===== config.mk =====
export PLATFORM = sky130hd
export DESIGN_NAME = lcd_vga_top
export DESIGN_NICKNAME = d
export VERILOG_FILES = /design/src/hdl/lcd_pkg.sv /design/src/hdl/lcd_vga_top.sv /design/src/hdl/lcd_color_out.sv /design/src/hdl/lcd_scan_timing.sv /design/src/hdl/lcd_line_buffer.sv /design/src/hdl/lcd_mode_decode.sv
export SDC_FILE = /design/constraint.sdc
export NUM_CORES = 1
export LEC_CHECK = 0
export BUFFER_PORTS_ARGS = -buffer_cell sky130_fd_sc_hd__buf_2
export CORE_MARGIN = 2
export CORE_UTILIZATION = 63
export DETAILED_ROUTE_END_ITERATION = 12
export PLACE_DENSITY_LB_ADDON = 0.08
export SYNTH_ARGS = -nofsm -noshare
export SYNTH_HDL_FRONTEND = slang
export SYNTH_SLANG_ARGS = --single-unit

===== constraint.sdc =====
create_clock -name pclk -period 2.6 [get_ports pclk]
set_input_delay 0.52 -clock pclk [delete_from_list [all_inputs] [get_ports pclk]]
set_output_delay 0.52 -clock pclk [all_outputs]
set_load 0.01 [all_outputs]

===== src/hdl/lcd_pkg.sv =====
// ------------------------------
// LCD to VGA shared types
// shade, channel and mode types, event and colour bundles, palettes
// ------------------------------
package lcd_pkg;

	// lcd shade, 0 is the lightest
	typedef logic [1:0] pixel_t;
	// one vga colour channel
	typedef logic [5:0] chan_t;
	// lcd controller mode
	typedef logic [1:0] mode_t;

	// mode codes as driven by the lcd controller
	localparam mode_t MODE_HBLANK = 2'd0;
	localparam mode_t MODE_VBLANK = 2'd1;
	localparam mode_t MODE_OAM    = 2'd2;
	localparam mode_t MODE_VRAM   = 2'd3;

	typedef struct packed {
		chan_t r;
		chan_t g;
		chan_t b;
	} rgb_t;

	// single cycle pulses from mode transitions
	typedef struct packed {
		// mode leaves hblank
		logic line_done;
		// hblank straight into oam
		logic hblank_end;
		// mode leaves vblank
		logic vblank_end;
	} mode_events_t;

	// grey level per shade
	localparam chan_t GREY_LUT [4] = '{6'd63, 6'd42, 6'd24, 6'd0};

	// yellow-green tint per shade
	localparam rgb_t TINT_LUT [4] = '{
		'{r: 6'b100111, g: 6'b101111, b: 6'b000100},
		'{r: 6'b100000, g: 6'b101000, b: 6'b000010},
		'{r: 6'b001100, g: 6'b011001, b: 6'b001100},
		'{r: 6'b000111, g: 6'b000100, b: 6'b000100}
	};

endpackage

===== src/hdl/lcd_vga_top.sv =====
// ------------------------------
// LCD to VGA scan converter top
// mode decode, line buffer, scan timing and colour output
// ------------------------------
`timescale 1ns/100ps

module lcd_vga_top #(
	parameter int H_VISIBLE     = 160,
	parameter int H_FRONT       = 24,
	parameter int H_SYNC        = 20,
	parameter int H_BACK        = 24,
	parameter int V_VISIBLE     = 576,
	parameter int V_FRONT       = 2,
	parameter int V_SYNC        = 2,
	parameter int V_BACK        = 36,
	parameter int V_SYNC_OFFSET = 4
) (
	input  logic            pclk,
	input  logic            rst_n,
	// lcd side
	input  logic            clkena,
	input  lcd_pkg::pixel_t data,
	input  lcd_pkg::mode_t  mode,
	input  logic            tint,
	input  logic            on,
	// vga side
	output logic            hs,
	output logic            vs,
	output lcd_pkg::rgb_t   rgb
);

	lcd_pkg::mode_events_t events;
	lcd_pkg::pixel_t       shade;
	logic                  visible;
	logic                  blank;

	lcd_mode_decode u_decode (
		.pclk   (pclk),
		.rst_n  (rst_n),
		.mode   (mode),
		.events (events)
	);

	lcd_line_buffer #(
		.H_VISIBLE (H_VISIBLE)
	) u_buffer (
		.pclk      (pclk),
		.rst_n     (rst_n),
		.clkena    (clkena),
		.data      (data),
		.line_done (events.line_done),
		.visible   (visible),
		.shade     (shade),
		.blank     (blank)
	);

	lcd_scan_timing #(
		.H_VISIBLE     (H_VISIBLE),
		.H_FRONT       (H_FRONT),
		.H_SYNC        (H_SYNC),
		.H_BACK        (H_BACK),
		.V_VISIBLE     (V_VISIBLE),
		.V_FRONT       (V_FRONT),
		.V_SYNC        (V_SYNC),
		.V_BACK        (V_BACK),
		.V_SYNC_OFFSET (V_SYNC_OFFSET)
	) u_timing (
		.pclk       (pclk),
		.rst_n      (rst_n),
		.hblank_end (events.hblank_end),
		.vblank_end (events.vblank_end),
		.hs         (hs),
		.vs         (vs),
		.visible    (visible)
	);

	lcd_color_out u_color (
		.pclk  (pclk),
		.rst_n (rst_n),
		.shade (shade),
		.blank (blank),
		.on    (on),
		.tint  (tint),
		.rgb   (rgb)
	);

endmodule


===== src/hdl/lcd_color_out.sv =====
// ------------------------------
// colour output stage
// shade to rgb through grey or tint palette, registered
// ------------------------------
`timescale 1ns/100ps

module lcd_color_out (
	input  logic            pclk,
	input  logic            rst_n,
	input  lcd_pkg::pixel_t shade,
	input  logic            blank,
	input  logic            on,
	input  logic            tint,
	output lcd_pkg::rgb_t   rgb
);

	// shade after display enable
	lcd_pkg::pixel_t pix;
	lcd_pkg::chan_t  grey;
	lcd_pkg::rgb_t   color;

	// ------------------------------
	// palette lookup
	// ------------------------------
	always_comb begin
		// display off shows the lightest shade
		pix  = on ? shade : lcd_pkg::pixel_t'(0);
		grey = lcd_pkg::GREY_LUT[pix];
		if (blank) begin
			color = '0;
		end else if (tint) begin
			color = lcd_pkg::TINT_LUT[pix];
		end else begin
			// same level on all channels
			color.r = grey;
			color.g = grey;
			color.b = grey;
		end
	end

	always_ff @(posedge pclk or negedge rst_n) begin
		if (!rst_n) begin
			rgb <= '0;
		end else begin
			rgb <= color;
		end
	end

endmodule


===== src/hdl/lcd_scan_timing.sv =====
// ------------------------------
// VGA scan generator
// free running counters, pulled into phase by lcd events
// ------------------------------
`timescale 1ns/100ps

module lcd_scan_timing #(
	parameter int H_VISIBLE     = 160,
	parameter int H_FRONT       = 24,
	parameter int H_SYNC        = 20,
	parameter int H_BACK        = 24,
	parameter int V_VISIBLE     = 576,
	parameter int V_FRONT       = 2,
	parameter int V_SYNC        = 2,
	parameter int V_BACK        = 36,
	parameter int V_SYNC_OFFSET = 4
) (
	input  logic pclk,
	input  logic rst_n,
	input  logic hblank_end,
	input  logic vblank_end,
	output logic hs,
	output logic vs,
	output logic visible
);

	localparam int H_TOTAL = H_VISIBLE + H_FRONT + H_SYNC + H_BACK;
	localparam int V_TOTAL = V_VISIBLE + V_FRONT + V_SYNC + V_BACK;

	typedef logic [$clog2(H_TOTAL)-1:0] hcount_t;
	typedef logic [$clog2(V_TOTAL)-1:0] vcount_t;

	hcount_t h_cnt;
	vcount_t v_cnt;
	logic    h_last;
	// vblank end seen, waiting for the line step
	logic    vblank_pend;

	assign h_last = (h_cnt == hcount_t'(H_TOTAL - 1));

	// ------------------------------
	// horizontal
	// ------------------------------
	always_ff @(posedge pclk or negedge rst_n) begin
		if (!rst_n) begin
			h_cnt <= '0;
			hs    <= 1'b1;
		end else begin
			// lcd line start wins over the wrap
			if (hblank_end || h_last) begin
				h_cnt <= '0;
			end else begin
				h_cnt <= h_cnt + hcount_t'(1);
			end
			// negative sync pulse
			if (h_cnt == hcount_t'(H_VISIBLE + H_FRONT)) begin
				hs <= 1'b0;
			end
			if (h_cnt == hcount_t'(H_VISIBLE + H_FRONT + H_SYNC)) begin
				hs <= 1'b1;
			end
		end
	end

	// ------------------------------
	// vertical, steps once per line
	// ------------------------------
	always_ff @(posedge pclk or negedge rst_n) begin
		if (!rst_n) begin
			v_cnt       <= '0;
			vs          <= 1'b0;
			vblank_pend <= 1'b0;
		end else if (h_last) begin
			vblank_pend <= 1'b0;
			// offset leaves room for the lines still in flight
			if (vblank_pend || vblank_end) begin
				v_cnt <= vcount_t'(V_TOTAL - V_SYNC_OFFSET);
			end else if (v_cnt == vcount_t'(V_TOTAL - 1)) begin
				v_cnt <= '0;
			end else begin
				v_cnt <= v_cnt + vcount_t'(1);
			end
			// positive sync pulse
			if (v_cnt == vcount_t'(V_VISIBLE + V_FRONT)) begin
				vs <= 1'b1;
			end
			if (v_cnt == vcount_t'(V_VISIBLE + V_FRONT + V_SYNC)) begin
				vs <= 1'b0;
			end
		end else if (vblank_end) begin
			vblank_pend <= 1'b1;
		end
	end

	// active picture area
	assign visible = (h_cnt < hcount_t'(H_VISIBLE)) && (v_cnt < vcount_t'(V_VISIBLE));

endmodule


===== src/hdl/lcd_line_buffer.sv =====
// ------------------------------
// ping-pong line buffer
// one bank fills from the lcd while the other is read out
// ------------------------------
`timescale 1ns/100ps

module lcd_line_buffer #(
	parameter int H_VISIBLE = 160
) (
	input  logic            pclk,
	input  logic            rst_n,
	input  logic            clkena,
	input  lcd_pkg::pixel_t data,
	input  logic            line_done,
	input  logic            visible,
	output lcd_pkg::pixel_t shade,
	output logic            blank
);

	// pointer must also hold the value H_VISIBLE
	localparam int PTR_W = $clog2(H_VISIBLE + 1);

	typedef logic [PTR_W-1:0] ptr_t;

	// two lines of shades, first index is the bank
	lcd_pkg::pixel_t mem [2][H_VISIBLE];

	ptr_t wptr;
	ptr_t rptr;
	logic wbank;
	logic wr_en;

	// strobes past the end of a line are dropped
	assign wr_en = clkena && (wptr < ptr_t'(H_VISIBLE));

	// ------------------------------
	// write side
	// ------------------------------
	always_ff @(posedge pclk) begin
		if (wr_en) begin
			mem[wbank][wptr] <= data;
		end
	end

	always_ff @(posedge pclk or negedge rst_n) begin
		if (!rst_n) begin
			wptr  <= '0;
			wbank <= 1'b0;
		end else if (line_done) begin
			// line complete, swap banks
			wptr  <= '0;
			wbank <= ~wbank;
		end else if (wr_en) begin
			wptr <= wptr + ptr_t'(1);
		end
	end

	// ------------------------------
	// read side, always the other bank
	// ------------------------------
	always_ff @(posedge pclk or negedge rst_n) begin
		if (!rst_n) begin
			rptr  <= '0;
			blank <= 1'b1;
		end else if (visible) begin
			rptr  <= rptr + ptr_t'(1);
			blank <= 1'b0;
		end else begin
			rptr  <= '0;
			blank <= 1'b1;
		end
	end

	// shade only matters while blank is low
	always_ff @(posedge pclk) begin
		if (visible) begin
			shade <= mem[~wbank][rptr];
		end
	end

endmodule


===== src/hdl/lcd_mode_decode.sv =====
// ------------------------------
// LCD mode decoder
// turns mode code transitions into one cycle event pulses
// ------------------------------
`timescale 1ns/100ps

module lcd_mode_decode (
	input  logic                  pclk,
	input  logic                  rst_n,
	input  lcd_pkg::mode_t        mode,
	output lcd_pkg::mode_events_t events
);

	// mode seen on the previous edge
	lcd_pkg::mode_t mode_q;

	always_ff @(posedge pclk or negedge rst_n) begin
		if (!rst_n) begin
			mode_q <= lcd_pkg::MODE_HBLANK;
		end else begin
			mode_q <= mode;
		end
	end

	// ------------------------------
	// transition pulses
	// ------------------------------
	always_comb begin
		// any exit from hblank closes the lcd line
		events.line_done  = (mode_q == lcd_pkg::MODE_HBLANK) &&
		                    (mode != lcd_pkg::MODE_HBLANK);
		// hblank to oam marks the start of the next lcd line
		events.hblank_end = (mode_q == lcd_pkg::MODE_HBLANK) &&
		                    (mode == lcd_pkg::MODE_OAM);
		// leaving vblank starts a new lcd frame
		events.vblank_end = (mode_q == lcd_pkg::MODE_VBLANK) &&
		                    (mode != lcd_pkg::MODE_VBLANK);
	end

endmodule


==> results of run 1 <==
worst register-to-register path, stage by stage, from the launching register on:
cell	delay [ns]
sky130_fd_sc_hd__dfrtp_4	0.52
sky130_fd_sc_hd__buf_12	0.16
sky130_fd_sc_hd__buf_8	0.13
sky130_fd_sc_hd__buf_12	0.13
sky130_fd_sc_hd__mux4_2	0.44
sky130_fd_sc_hd__o21ai_0	0.23
sky130_fd_sc_hd__a22oi_1	0.13
sky130_fd_sc_hd__a22oi_1	0.27
sky130_fd_sc_hd__nand3_1	0.12
sky130_fd_sc_hd__a22o_1	0.24
layout make-up:
type,instances,area [um^2]
timing repair buffer,199,2000
clock buffer,97,1970
tap,600,751
sequential,696,20600
inverter,19,71.3
multi-input combinational,987,7600
fill,2856,12000
clock inverter,30,201
logic make-up after synthesis:
logic type	count (synthesis)
DFF	696
adders and majority gates	14
and+or+nand+nor	529
xor gates and xnor gates	18
muxes	223
buffers and inverters	152
AOI/OAI and AO/OA	203
power breakdown:
| group | internal (uW) | switching [uW] | total (uW) |
|---|---|---|---|
| clock | 5500 | 4050 | 9550 |
| combinational | 2730 | 2450 | 5180 |
| sequential | 12400 | 127 | 12500 |
metrics by stage:
step / worst slack, ns / hold slack (ns) / utilization, % / instances
after floorplan: 0.240 / 0.224 / - / 1835
after global routing: -0.0634 / 0.0414 / 73.4 / 2628
after detailed placement: -0.209 / 0.478 / 67.1 / 2467
after CTS: 0.00200 / 0.0427 / 72.3 / 2603
after global placement: -0.176 / 0.465 / 67.1 / 2467
final: -0.00102 / 0.0670 / 73.4 / 2628
final timing paths:
kind                                     start                  to  slack [ns]
worst max register to register  u_buffer.wbank   u_buffer.shade[0]      -0.001
max in group asynchronous                rst_n         u_timing.hs        1.40
worst min-delay path                   mode[1]  u_decode.mode_q[1]        0.07
worst min register to register     u_timing.hs         u_timing.hs        0.48
worst max-delay path            u_buffer.wbank   u_buffer.shade[0]      -0.001
min in group asynchronous                rst_n      u_color.rgb[5]        0.51
per-layer routing:
layer | wire length (um) | up-vias
met5 | 14 | -
met4 | 2790 | 2
met3 | 5750 | 187
met2 | 32000 | 770
met1 | 25900 | 8524
li1 | - | 7277
flip-flops by register name, summed over array words and instances, names as in the netlist, 2 cells and up:
name             flops
u_buffer.mem       640
u_buffer.rptr        8
u_buffer.shade       2
u_buffer.wptr        8
u_color.rgb         13
u_decode.mode_q      2
u_timing.h_cnt       8
u_timing.v_cnt      10
what timing repair did:
item / CTS / global route
pin swaps: 1 / 22
hold buffers: 1 / 0
endpoints found under the setup margin: 2 / 2
cloned: 1 / 2
endpoints found under the hold margin: 26 / 0
buffers inserted: 7 / 23
gates resized for setup: 13 / 62
cells in the final DEF, fill, tap and decap left out, types with 8 or more instances in the layout:
cell type	count
sky130_fd_sc_hd__xor2_1	12
sky130_fd_sc_hd__mux4_2	102
sky130_fd_sc_hd__o22ai_1	19
sky130_fd_sc_hd__o221ai_1	20
sky130_fd_sc_hd__edfxtp_1	642
sky130_fd_sc_hd__a211oi_1	15
sky130_fd_sc_hd__buf_2	26
sky130_fd_sc_hd__buf_12	29
sky130_fd_sc_hd__nor2_1	361
sky130_fd_sc_hd__nand3_1	19
sky130_fd_sc_hd__mux2i_1	113
sky130_fd_sc_hd__clkinv_2	10
sky130_fd_sc_hd__inv_1	19
sky130_fd_sc_hd__o21ai_0	32
sky130_fd_sc_hd__clkbuf_16	77
sky130_fd_sc_hd__a22oi_2	8
sky130_fd_sc_hd__dfrtp_1	49
sky130_fd_sc_hd__a21oi_1	38
sky130_fd_sc_hd__nand2_1	92
sky130_fd_sc_hd__a22oi_1	14
sky130_fd_sc_hd__clkbuf_1	21
sky130_fd_sc_hd__clkinv_1	13
sky130_fd_sc_hd__ha_1	14
sky130_fd_sc_hd__buf_4	126
==> metrics.json, run 1 <==
{
  "logic_synthesis": {
    "simple_gate_fraction_of_synth_area_pct": 7.50,
    "yosys-mux-area-fraction_pct": 12.3,
    "synth.ff_latch_count": 696,
    "synth_top_cells_by_count": "sky130_fd_sc_hd__edfxtp_1 (642), sky130_fd_sc_hd__nor2_1 (363), sky130_fd_sc_hd__mux2i_1 (117), sky130_fd_sc_hd__mux4_2 (101), sky130_fd_sc_hd__nand2_1 (93)",
    "yosys.area.top_type": "sky130_fd_sc_hd__edfxtp_1",
    "dominantRegCellSynth": "sky130_fd_sc_hd__edfxtp_1",
    "syn_area_per_cell_um2": 15.7,
    "ys_async_sr_fraction_pct": 7.76,
    "synth_top_family_by_area": "multiplexers",
    "synth_enable_flop_cells": 642,
    "synth.cell_area_um2": 28800,
    "synth_cells": 1835,
    "post-synth-top-count-cell": "sky130_fd_sc_hd__edfxtp_1",
    "post_synth_main_area_contributors": "sky130_fd_sc_hd__edfxtp_1 (67%), sky130_fd_sc_hd__mux4_2 (7.9%), sky130_fd_sc_hd__nor2_1 (4.7%)",
    "synth.distinct_cells": 51,
    "yosys.area_share.xor_xnor_pct": 0.547,
    "yosysWarnings": 0,
    "synth_compound_gate_area_share_pct": 4.70,
    "synth_fa_ha_area_share_pct": 0.608,
    "synthesis.nets": 1858,
    "synth-seq-area-share_pct": 71.6,
    "synth_top_cell_area_share_pct": 66.9
  },
  "worst_setup_path": {
    "timing.critical_path.buf_inv": 3,
    "worst-path-max-fanout": 5,
    "critical_path.cell_chain": "buf_12 -> buf_8 -> buf_12 -> mux4_2 -> o21ai_0 -> a22oi_1 -> a22oi_1 -> nand3_1 -> a22o_1",
    "cp-start-kind": "flip-flop",
    "worstSetupPathType": "flip-flop to flip-flop",
    "critPathCaptureType": "flip-flop",
    "worst_r2r_path_depth": 9,
    "critical_path_required_ns": 2.96,
    "timing.critical_path.arrival_ns": 2.96,
    "critPathSlowestCell": "sky130_fd_sc_hd__dfrtp_4",
    "cpLargestDelayFamily": "compound AO/OA/AOI/OAI gates",
    "crit_path_max_incr_delay_ns": 0.52,
    "crit_cells": 9
  },
  "cts": {
    "tritoncts_num_sinks": 696,
    "clock-root-buffer": "sky130_fd_sc_hd__clkbuf_16",
    "cts_tree": "yes",
    "numCtsBuffers": 71,
    "clkLatencyLatePin_ns": 0.62,
    "cts.path.max_buffers": 3,
    "cts_max_level": 3,
    "path_clk_slew_ns": 0.06
  },
  "route": {
    "route.detailed.vias_per_inst": 6.38,
    "dr_total_vias": 16800,
    "drt_iter0_markers": 1751,
    "wl_per_cell_um": 25.3,
    "final_wirelength_um": 66500,
    "drt_pass1_iterations": 5,
    "route.detailed.drc": 0,
    "route.antenna.remaining_nets": 0
  },
  "floorplan": {
    "core_area_um2": 45300,
    "dieHeight_um": 218,
    "floorplan.initialDensity_pct": 63.6,
    "rows": 78,
    "floorplan.die_area_um2": 47500,
    "io_pins": 29,
    "die_w_um": 218
  },
  "place": {
    "placement.cell_area_um2": 30400,
    "place.port_buffers": 28,
    "dp_hpwl_um": 40800,
    "gpl.final_weighted_congestion": 0.845
  },
  "sta": {
    "fmaxAchievable_ghz": 0.384,
    "timing_hold_violations_final": 0,
    "fin_setup_tns_ns": -0.00102,
    "post-route-period-util_pct": 100,
    "final.setup_skew_ns": 0.0293,
    "worst_slew_pin_slew_ns": 0.958,
    "setup_slack_ns": -0.00102,
    "setup_repair_after_global_routing_missed_its_margin": "true",
    "setup_violations": 1,
    "final.min_clock_period_ns": 2.60,
    "headroom_to_the_max_slew_limit_pct": 35.9,
    "report.final.slew_viol_count": 0
  },
  "layout": {
    "final_area_um2": 33200,
    "area_growth_pct": 15.4,
    "num_antenna_cells": 0,
    "fraction_of_final_layout_cells_with_drive_strength_greater_than_1_pct": 22.3,
    "final_net_count": 1997
  },
  "power": {
    "power.density_nw_per_um2": 819,
    "finalPower_uw": 27200,
    "peak_supply_drop_mv": 0.796,
    "cellLeakagePower_uw": 0.0111
  },
  "global_route": {
    "global_route.usage.met3_pct": 7.18,
    "grt-busiest-layer": "met2",
    "grt_max_degree": 76,
    "grt_antenna_before_repair": 1,
    "globalRouteTotalUtil_pct": 28.3,
    "number_of_global_route_vias_before_repair": 16900,
    "groute.layer.met1.usage_pct": 37.5,
    "globalRoute.totalOverflow": 0,
    "global_route_wire_length_before_repair_um": 98300,
    "grtUsageMet2_pct": 45.1
  },
  "worst_hold_path": {
    "timing.hold.worst.class": "input pin to flip-flop",
    "worst_hold_path.num_cells": 1
  },
  "job": {
    "cap_viol_max_count": 0
  },
  "status": {
    "violations_in_the_final_reports": "negative setup slack",
    "result_of_the_run": "finished, violations left"
  }
}
Note: power is estimated with default switching activity, not from simulation.
==> inputs of run 2 (changes only) <==
- CORE_ASPECT_RATIO: unset -> 0.8
==> run 2 against run 1 <==
Against the previous run:
- non-clock buffer count decreased by 8
- critical path type unchanged
- routed wire length increased by 0.60%
- design area about the same
- the flow still finishes with violations (negative setup slack)
- clock power increased by 2%
- global-route usage increased by 0.47 points
- total power increased by 0.10%
- sequential share of layout area decreased by 0.061 points
- worst hold slack improved by 0.0058 ns
==> metrics.json, run 2 (same netlist as run 1, synthesis figures left out) <==
{
  "sta": {
    "post-route-period-util_pct": 102,
    "fmaxAchievable_ghz": 0.377,
    "hold_slack_ns": 0.0729,
    "timing_hold_violations_final": 0,
    "headroom_to_the_max_slew_limit_pct": 41.5,
    "report.final.slew_viol_count": 0,
    "final.min_clock_period_ns": 2.65,
    "setup_repair_after_global_routing_missed_its_margin": "true",
    "setup_violations": 2,
    "setup_slack_ns": -0.0545,
    "worst_slew_pin_slew_ns": 0.874,
    "final.setup_skew_ns": 0.0162
  },
  "global_route": {
    "globalRoute.totalOverflow": 0,
    "global_route_wire_length_before_repair_um": 101000,
    "global_route.usage.met3_pct": 7.46,
    "grt-busiest-layer": "met2",
    "grt_antenna_before_repair": 0,
    "globalRouteTotalUtil_pct": 28.7,
    "grt_max_degree": 81,
    "grtUsageMet2_pct": 43.5,
    "number_of_global_route_vias_before_repair": 16400,
    "groute.layer.met1.usage_pct": 42.2
  },
  "place": {
    "place.port_buffers": 28,
    "gpl.final_weighted_congestion": 0.861,
    "dp_hpwl_um": 41400,
    "dp_slack_ns": -0.286,
    "placement.cell_area_um2": 30500
  },
  "power": {
    "internal_power_uw": 20600,
    "cellLeakagePower_uw": 0.0111,
    "peak_supply_drop_mv": 0.894,
    "power.density_nw_per_um2": 819,
    "netSwitchingFraction_pct": 24.2,
    "share_clk_of_total_power_pct": 35.6,
    "power.share.combinational_pct": 18.5,
    "sequentialPowerShare_pct": 45.9,
    "finalPower_uw": 27200,
    "total_switching_power_uw": 6600
  },
  "layout": {
    "num_antenna_cells": 0,
    "registers.top_by_ff_count": "u_buffer.mem",
    "final_area_um2": 33300,
    "area_growth_pct": 15.5,
    "reg_top3": "u_buffer.mem x640, u_color.rgb x13, u_timing.v_cnt x10",
    "commonest_non_fill_non_tap_cell_in_the_layout": "sky130_fd_sc_hd__edfxtp_1",
    "largest_register_ffs": 640,
    "fill_cells": 2776,
    "fraction_of_final_layout_cells_with_drive_strength_greater_than_1_pct": 22.3,
    "final_net_count": 1984,
    "most-common-layout-cells": "sky130_fd_sc_hd__edfxtp_1 (642), sky130_fd_sc_hd__nor2_1 (359), sky130_fd_sc_hd__buf_4 (116)"
  },
  "route": {
    "final_wirelength_um": 66900,
    "wl_per_cell_um": 25.5,
    "drt_pass1_iterations": 7,
    "drt_iter0_markers": 1892,
    "route.detailed.drc": 0,
    "route.detailed.vias_per_inst": 6.41,
    "dr_total_vias": 16800,
    "route.antenna.remaining_nets": 0
  },
  "cts": {
    "path_clk_slew_ns": 0.06,
    "cts_tree": "yes",
    "cts.path.max_buffers": 3,
    "numCtsBuffers": 66,
    "tritoncts_num_sinks": 696,
    "clkLatencyLatePin_ns": 0.60,
    "cts_max_level": 3,
    "clock-root-buffer": "sky130_fd_sc_hd__clkbuf_16"
  },
  "worst_setup_path": {
    "critical_path_required_ns": 3.06,
    "reg2reg_setup_slack_ns": -0.05,
    "critPathCaptureType": "flip-flop",
    "cp-start-kind": "flip-flop",
    "timing.critical_path.arrival_ns": 3.11,
    "worst-path-max-fanout": 17,
    "worstSetupPathType": "flip-flop to flip-flop"
  },
  "job": {
    "cap_viol_max_count": 0
  },
  "status": {
    "result_of_the_run": "finished, violations left",
    "violations_in_the_final_reports": "negative setup slack"
  },
  "worst_hold_path": {
    "timing.hold.worst.class": "input pin to flip-flop"
  },
  "floorplan": {
    "dieHeight_um": 195,
    "floorplan.die_area_um2": 47500,
    "core_area_um2": 45500,
    "die_w_um": 243,
    "rows": 70,
    "floorplan.initialDensity_pct": 63.4,
    "io_pins": 29
  }
}
[run 2: cell type report]
cell class                 count  area, um^2  area share, %
clock buffer                  82        1820           5.46
tap                          612         766           2.30
sequential                   696       20600           62.0
clock inverter                38         367           1.10
multi-input combinational    987        7660           23.0
inverter                      19        71.3          0.214
timing repair buffer         191        1950           5.86
[run 2: per-stage QoR]
stage | instances | setup TNS, ns | utilization (%)
after floorplan | 1835 | 0 | -
after global placement | 2487 | -0.522 | 67.2
after detailed placement | 2487 | -0.537 | 67.2
after CTS | 2623 | -0.0278 | 73.0
after global routing | 2625 | -3.54 | 73.2
final | 2625 | -0.107 | 73.2
[run 2: power by group through the flow]
stage | registers (uW) | logic (uW) | clock network, uW
2_1_floorplan | 12700 | 3200 | 0
4_1_cts | 12500 | 5000 | 9810
3_3_place_gp | 12700 | 4310 | 0
6_report | 12500 | 5030 | 9710
3_5_place_dp | 12700 | 4380 | 0
5_1_grt | 12500 | 5360 | 10200
[run 2: critical path, cell delays in order (launching register included)]
cell and delay, ns:
sky130_fd_sc_hd__dfrtp_4 0.60, sky130_fd_sc_hd__nor2b_1 0.20, sky130_fd_sc_hd__buf_4 0.19, sky130_fd_sc_hd__buf_4 0.18, sky130_fd_sc_hd__a221oi_1 0.60, sky130_fd_sc_hd__a21oi_1 0.09, sky130_fd_sc_hd__o21ai_0 0.17, sky130_fd_sc_hd__nand3_1 0.17
sky130_fd_sc_hd__nand3_4 0.16, sky130_fd_sc_hd__a22o_1 0.15
[run 2: path summary, 6_finish.rpt]
check | start | endpoint | cells past startpoint
setup / recovery | u_buffer.rptr[0] | u_buffer.shade[0] | 9
hold / removal | mode[1] | u_decode.mode_q[1] | 1
setup reg to reg | u_buffer.rptr[0] | u_buffer.shade[0] | 9
hold reg to reg | u_timing.hs | u_timing.hs | 2
max in group asynchronous | rst_n | u_timing.hs | 3
min in group asynchronous | rst_n | u_color.rgb[8] | 2
[run 2: repair_timing]
action                                  4_1_cts  5_1_grt
resized for setup                            56       18
hold buffers                                  1        0
cloned                                        3        0
pin swaps                                    20        4
endpoints found under the hold margin        10        0
endpoints found under the setup margin        2      157
setup buffers                                12        2
[run 2: metal layers]
metal  share of wire, %  routed length (um)
met1                 41               27500
met2                 46               31000
met3                 10                6700
met4                2.4                1620
met5                  0                   0
